### src/verilog/zclk_pkg.sv
// Shared constants for the Z80 clock generator.
// Turbo codes 2'b00 and 2'b01 select 3.5 and 7 MHz; any code with the
// upper bit set selects 14 MHz, so decode that bit through TURBO_140.
// The I/O wait counter is idle while its top bit is clear and walks
// through IOW_LEN states once started.

package zclk_pkg;

	// turbo mode field
	localparam int TURBO_W = 2;

	// 3.5 MHz, fclk/8
	localparam logic [TURBO_W-1:0] TURBO_35 = 2'b00;
	// 7 MHz, fclk/4
	localparam logic [TURBO_W-1:0] TURBO_70 = 2'b01;
	// 14 MHz, fclk/2; also used as the mask of the 14 MHz bit
	localparam logic [TURBO_W-1:0] TURBO_140 = 2'b10;

	// io wait counter, top bit means sequence running
	localparam int IOW_CNT_W = 4;

	// number of counter states in one wait sequence
	localparam int IOW_LEN = 1 << (IOW_CNT_W - 1);

	// stall pattern indexed by the low counter bits
	// states 0..4 stall, 5 free, 6 stall, 7 free
	localparam logic [IOW_LEN-1:0] IOW_PATTERN = 8'b0101_1111;

endpackage
### src/verilog/zclk_top.sv
// Top level of the Z80 clock generator.
// fclk must run at four times the 7 MHz rate.
// zclk_stall comes from the memory arbiter and may be held for any
// number of fclk cycles; the I/O wait is generated internally.
// zclk_out is meant to be inverted externally before the CPU.

`timescale 1ns/1ns

module zclk_top (
	input  logic                         fclk,
	input  logic                         rst_n,
	input  logic                         rfsh_n,
	input  logic [zclk_pkg::TURBO_W-1:0] turbo,
	input  logic                         zclk_stall,
	input  logic                         external_port,
	input  logic                         iorq_n,
	input  logic                         m1_n,
	output logic                         zclk_out,
	output logic                         zpos,
	output logic                         zneg,
	output logic [zclk_pkg::TURBO_W-1:0] int_turbo
);

	// sync strobes for the 7 and 3.5 MHz rates
	logic c0;
	logic c8;

	// io wait stall back into the clock generator
	logic io_wait;

	zphase_gen u_phase (
		.fclk (fclk),
		.rst_n(rst_n),
		.c0   (c0),
		.c8   (c8)
	);

	io_wait_gen u_io_wait (
		.fclk         (fclk),
		.rst_n        (rst_n),
		.zpos         (zpos),
		.int_turbo    (int_turbo),
		.external_port(external_port),
		.iorq_n       (iorq_n),
		.m1_n         (m1_n),
		.io_wait      (io_wait)
	);

	zclock u_zclock (
		.fclk      (fclk),
		.rst_n     (rst_n),
		.rfsh_n    (rfsh_n),
		.turbo     (turbo),
		.zclk_stall(zclk_stall),
		.io_wait   (io_wait),
		.c0        (c0),
		.c8        (c8),
		.int_turbo (int_turbo),
		.zpos      (zpos),
		.zneg      (zneg),
		.zclk_out  (zclk_out)
	);

endmodule

### src/verilog/zclock.sv
// Z80 clock generator: 14, 7 or 3.5 MHz from fclk (28 MHz).
// zclk_out is inverted on the board, so zpos announces the coming
// rising edge of the CPU clock and zneg the falling one.
// The requested mode is taken over only when rfsh_n falls, sampled at zpos.
// A stall blocks both strobes; at 14 MHz the internal toggle freezes too,
// while at 7 and 3.5 MHz strobes falling inside a stall are lost.
// zclk_out is updated on the falling fclk edge after a strobe.

`timescale 1ns/1ns

module zclock (
	input  logic                         fclk,
	input  logic                         rst_n,
	input  logic                         rfsh_n,
	input  logic [zclk_pkg::TURBO_W-1:0] turbo,
	input  logic                         zclk_stall,
	input  logic                         io_wait,
	input  logic                         c0,
	input  logic                         c8,
	output logic [zclk_pkg::TURBO_W-1:0] int_turbo,
	output logic                         zpos,
	output logic                         zneg,
	output logic                         zclk_out
);

	import zclk_pkg::*;

	// rfsh_n as sampled at the previous zpos
	logic old_rfsh_n;

	// combined stall from arbiter and io waits
	logic stall;

	// 14 MHz source, toggles every unstalled fclk
	logic clk14_src;

	// selects every other c8 for 3.5 MHz
	logic prec3_cnt;

	logic fast;
	logic pre_zpos_35;
	logic pre_zneg_35;
	logic pre_zpos_70;
	logic pre_zneg_70;
	logic pre_zpos_140;
	logic pre_zneg_140;
	logic pre_zpos;
	logic pre_zneg;

	// mode switch, only in the refresh part of M1
	always_ff @(posedge fclk or negedge rst_n)
	begin
		if (!rst_n)
		begin
			old_rfsh_n <= 1'b1;
			int_turbo  <= TURBO_35;
		end
		else if (zpos)
		begin
			old_rfsh_n <= rfsh_n;
			if (old_rfsh_n && !rfsh_n)
				int_turbo <= turbo;
		end
	end

	assign stall = zclk_stall | io_wait;

	// 14 MHz: toggle holds during stall so the clock resumes in phase
	always_ff @(posedge fclk or negedge rst_n)
	begin
		if (!rst_n)
			clk14_src <= 1'b0;
		else if (!stall)
			clk14_src <= ~clk14_src;
	end

	assign pre_zpos_140 = clk14_src;
	assign pre_zneg_140 = ~clk14_src;

	// 7 MHz straight from the sync strobes
	assign pre_zpos_70 = c8;
	assign pre_zneg_70 = c0;

	// 3.5 MHz: c8 halved, alternate pulses rise and fall
	always_ff @(posedge fclk or negedge rst_n)
	begin
		if (!rst_n)
			prec3_cnt <= 1'b0;
		else if (c8)
			prec3_cnt <= ~prec3_cnt;
	end

	assign pre_zpos_35 = ~prec3_cnt & c8;
	assign pre_zneg_35 = prec3_cnt & c8;

	// any code with the upper bit set runs at 14 MHz
	assign fast = |(int_turbo & TURBO_140);

	always_comb
	begin
		if (fast)
		begin
			pre_zpos = pre_zpos_140;
			pre_zneg = pre_zneg_140;
		end
		else if (int_turbo == TURBO_70)
		begin
			pre_zpos = pre_zpos_70;
			pre_zneg = pre_zneg_70;
		end
		else
		begin
			pre_zpos = pre_zpos_35;
			pre_zneg = pre_zneg_35;
		end
	end

	// strobes gated by the present clock level, so they always alternate
	always_ff @(posedge fclk or negedge rst_n)
	begin
		if (!rst_n)
		begin
			zpos <= 1'b0;
			zneg <= 1'b0;
		end
		else
		begin
			zpos <= ~stall & pre_zpos & zclk_out;
			zneg <= ~stall & pre_zneg & ~zclk_out;
		end
	end

	// half an fclk lead on the CPU clock edges
	// output inverted on the board, so low here is CPU clock high
	always_ff @(negedge fclk or negedge rst_n)
	begin
		if (!rst_n)
			zclk_out <= 1'b0;
		else if (zpos)
			zclk_out <= 1'b0;
		else if (zneg)
			zclk_out <= 1'b1;
	end

endmodule

### src/verilog/io_wait_gen.sv
// Wait-state generator for external I/O accesses in 14 MHz mode.
// The I/O condition is sampled only at zpos, so a new access is seen
// on the first CPU rising edge where it holds.
// Nothing is started at 3.5 or 7 MHz; a sequence already running
// finishes even if the mode changes meanwhile.
// io_wait is registered and trails the counter by one fclk cycle.

`timescale 1ns/1ns

module io_wait_gen (
	input  logic                         fclk,
	input  logic                         rst_n,
	input  logic                         zpos,
	input  logic [zclk_pkg::TURBO_W-1:0] int_turbo,
	input  logic                         external_port,
	input  logic                         iorq_n,
	input  logic                         m1_n,
	output logic                         io_wait
);

	import zclk_pkg::*;

	// external io cycle, not an interrupt acknowledge
	logic io;
	// io as seen at the previous zpos
	logic io_r;
	// running at 14 MHz
	logic fast;
	// wait counter and its running flag
	logic [IOW_CNT_W-1:0] io_wait_cnt;
	logic run;

	assign io   = ~iorq_n & m1_n & external_port;
	assign fast = |(int_turbo & TURBO_140);
	assign run  = io_wait_cnt[IOW_CNT_W-1];

	always_ff @(posedge fclk or negedge rst_n)
	begin
		if (!rst_n)
			io_r <= 1'b0;
		else if (zpos)
			io_r <= io;
	end

	// start with only the top bit set, then count until it wraps to zero
	always_ff @(posedge fclk or negedge rst_n)
	begin
		if (!rst_n)
			io_wait_cnt <= '0;
		else if (io && !io_r && zpos && fast)
			io_wait_cnt <= {1'b1, {(IOW_CNT_W-1){1'b0}}};
		else if (run)
			io_wait_cnt <= io_wait_cnt + IOW_CNT_W'(1);
	end

	// pattern lookup by the low counter bits
	always_ff @(posedge fclk or negedge rst_n)
	begin
		if (!rst_n)
			io_wait <= 1'b0;
		else
			io_wait <= run & IOW_PATTERN[io_wait_cnt[IOW_CNT_W-2:0]];
	end

endmodule

### src/verilog/zphase_gen.sv
// Free-running fclk phase counter standing in for the arbiter cycle counter.
// c0 and c8 are registered one-fclk pulses, each once per 4 fclk cycles,
// with c8 two cycles behind c0.
// The phase is not aligned to anything outside; only the relative
// spacing of the two strobes matters to the clock generator.

`timescale 1ns/1ns

module zphase_gen (
	input  logic fclk,
	input  logic rst_n,
	output logic c0,
	output logic c8
);

	// position inside the 4-cycle 7 MHz period
	logic [1:0] phase;

	always_ff @(posedge fclk or negedge rst_n)
	begin
		if (!rst_n)
		begin
			phase <= 2'd0;
		end
		else
		begin
			phase <= phase + 2'd1;
		end
	end

	// strobes are registered, so decode one state ahead
	// c0 is high while phase reads 0, c8 while it reads 2
	always_ff @(posedge fclk or negedge rst_n)
	begin
		if (!rst_n)
		begin
			c0 <= 1'b0;
			c8 <= 1'b0;
		end
		else
		begin
			c0 <= (phase == 2'd3);
			c8 <= (phase == 2'd1);
		end
	end

endmodule

### config.mk
export PLATFORM = sky130hd
export DESIGN_NAME = zclk_top
export DESIGN_NICKNAME = d
export VERILOG_FILES = /design/src/verilog/zclk_pkg.sv /design/src/verilog/zclk_top.sv /design/src/verilog/zclock.sv /design/src/verilog/io_wait_gen.sv /design/src/verilog/zphase_gen.sv
export SDC_FILE = /design/constraint.sdc
export NUM_CORES = 1
export LEC_CHECK = 0
export BUFFER_PORTS_ARGS = -buffer_cell sky130_fd_sc_hd__buf_2
export CORE_MARGIN = 1.5
export CORE_UTILIZATION = 30
export CTS_CLUSTER_DIAMETER = 150
export DETAILED_ROUTE_END_ITERATION = 8
export HOLD_SLACK_MARGIN = 0.12
export SYNTH_ARGS = -nofsm -noshare
export SYNTH_HDL_FRONTEND = slang
export SYNTH_HIERARCHICAL = 1
export SYNTH_SLANG_ARGS = --single-unit
### constraint.sdc
create_clock -name fclk -period 1.4 [get_ports fclk]
set_input_delay 0.28 -clock fclk [delete_from_list [all_inputs] [get_ports fclk]]
set_output_delay 0.28 -clock fclk [all_outputs]
set_load 0.02 [all_outputs]
==> out/results.ini <==
[place]
dpl.cell_count=101
gp_congestion=0.691
post-place-ws_ps=-122
io_buffers=13
hpwl_um=917
place_area_um2=852

[timing]
rsz0062_at_grt=true
relSlewSlack=0.795
setup_viol_count_final=3
setup_ws_ps=-409
finalHoldViolCount=0
setup_tns_ps=-625
worst_pin_slew_ps=305
fin_skew_ps=1.50
final-max-slew-violation-count=0

[power_and_ir_drop]
ir_drop_mv=1.04
total_power_mw=1.20
p_per_area_nw_per_um2=1320
power_leakage_nw=0.447

[global_routing]
grtUsageMet1=0.129
grt_max_degree=18
grt.busiest_layer=met2
grt_pass1_vias=452
grt_first_pass_wirelength_mm=1.90
grtUsageMet2=0.144
use_met3=0.0429
antenna_found_initial=0
gr-total-overflow=0
track_usage=0.0972

[finish]
largest_reg_flops=4
nFillCells=235
regMostFlops=u_io_wait/io_wait_cnt
area.growth.synth_to_final_pct=24.5
drive_gt1_frac=0.333
final_area_um2=908
diodes=0
finalNonFillerCells=106
top_regs=u_io_wait/io_wait_cnt (4), u_phase/phase (2), u_zclock/int_turbo (2)
nNetsFinal=91

[clocking]
cts_setup_buffers=0
cts_buffer_depth=2
cts_tree=yes
clk-insertion-delay-late_ps=280
numCtsBuffers=3
path_clk_slew_ps=90
clkSinkCount=18
h-tree-depth=1
cts_root_buf=clkbuf_4

[die]
die_area_um2=2740
num_rows=17
core_area_um2=2250
dieWidth_um=52.3
initial_core_util=0.324
pin_count=14
die_y_um=52.3

[drt]
drt-initial-drc-count=0
vias=471
first_pass_iters=1
drt-vias-per-instance=4.44
wl_mm=1.16
wire_per_inst_um=11.0
route.detailed.drc=0
antenna_left=0

[setup_path]
worstSetupPathType=reg -> out
critPathBufInv=1
critPathRequiredTime_ps=1120
crit_fanout=2
cpMaxStageDelayCell=dfrtn_1
start_kind=flip-flop
worstPathArrival_ps=1530
slowest_delay_ps=430
worst-path-stages=1
r2r_cells=2
path_cells=buf_6
setup.worst_path.end_class=primary output
crit_family=flip-flops

[synth]
ys_ff_latch=18
syn_avg_cell_area_um2=12.8
synth.area.mux_share=0.0755
synth_top_area_share=0.549
synthCells=57
synth-adder-area-share=0.0515
synth_area_leaders=dfrtp_1, ha_1, dfstp_2
synth_cell_types=22
syn_area_um2=729
synth_top_family_by_area=simple AND/OR/NAND/NOR gates
syn_nets=69
synth-simple-area-share=0.149
yosysWarnings=6
synth_compound_area_frac=0.0412
yosys.area_share.xor_xnor=0.0480
synth_area_leader_cell=dfrtp_1
ys_seq_area_frac=0.619

[outcome]
violations=setup timing
run_status=complete, but fails checks

[job]
drv_cap=0

[hold_path]
holdPathStages=2
hold_path.class=in -> reg

power by group:
part           internal (mW)  switching, mW
Sequential             0.599         0.0526
Combinational          0.122          0.116
Clock                  0.158          0.147
per-stage QoR:
step | util | hold WS (ps)
after floorplan | - | -15.6
after global placement | 0.378 | 292
after detailed placement | 0.378 | 295
after CTS | 0.401 | 201
after global routing | 0.403 | 186
final | 0.403 | 210
timing repair:
action / 4_1_cts / 5_1_grt
endpoints found under the setup margin: 3 / 4
hold buffers: 1 / 0
resized for setup: 2 / 1
pin swaps: 0 / 2
endpoints found under the hold margin: 16 / 0
worst register-to-register path: stages, from the launching register on:
cell	delay [ps]
dfrtn_1	430
buf_4	120
and4b_1	180
final timing paths:
kind                                                     from                              endpoint  slack [ps]
worst max-delay path            u_zclock/zclk_out$_DFFE_NN0P_                              zclk_out        -410
worst min-delay path                                 turbo[0]     u_zclock/int_turbo[0]$_DFFE_PN0P_         210
worst max register to register  u_zclock/zclk_out$_DFFE_NN0P_               u_zclock/zneg$_DFF_PN0_        -130
worst min register to register     u_phase/phase[0]$_DFF_PN0_            u_phase/phase[0]$_DFF_PN0_         460
max in group asynchronous                               rst_n         u_zclock/zclk_out$_DFFE_NN0P_         390
min in group asynchronous                               rst_n  u_io_wait/io_wait_cnt[2]$_DFFE_PN0P_         490
metal layers:
| layer | wire, um | vias to the layer above |
|---|---|---|
| li1 | - | 232 |
| met1 | 570 | 223 |
| met2 | 518 | 14 |
| met3 | 58 | 2 |
| met4 | 17 | 0 |
| met5 | 0 | - |
synth_stat cells:
library cell and number:
dfrtp_1 16, nor2_1 7, nand2_1 5, ha_1 3
inv_1 3, xor2_1 3, a21oi_1 2, mux2_1 2
mux2_2 2, nand3b_1 2, a21boi_0 1, a21o_1 1
and4b_1 1, dfrtn_1 1, dfstp_2 1, mux2i_1 1
nand2_2 1, nand2b_1 1, nand3_1 1, nor4_4 1
o21ai_0 1, xnor2_1 1
layout by cell type (no fill, tap or decap), types with 2 or more instances in the layout:
cell type | netlist | routed
inv_1 | 3 | 3
nand3b_1 | 2 | 2
buf_4 | 0 | 3
nor2_1 | 7 | 7
ha_1 | 3 | 3
buf_2 | 0 | 12
clkbuf_4 | 0 | 3
xor2_1 | 3 | 3
dfrtp_1 | 16 | 16
nand2_1 | 5 | 5
mux2_2 | 2 | 2
mux2_1 | 2 | 2
cell families after synthesis:
logic type                 after synthesis
and+or+nand+nor                         19
DFF                                     18
AOI/OAI and AO/OA                        5
muxes                                    5
xor gates and xnor gates                 4
buffers and inverters                    3
adders and majority gates                3
area by class of cell:
cell class,count,area (um^2),share of cell area
clock buffers,4,36.3,0.0399
inverters,3,11.3,0.0124
multi-input cells,36,270,0.298
flip-flops and latches,18,452,0.497
well taps,28,35.0,0.0386
repair buffers,17,104,0.114
Note: power is estimated with default switching activity, not from simulation.
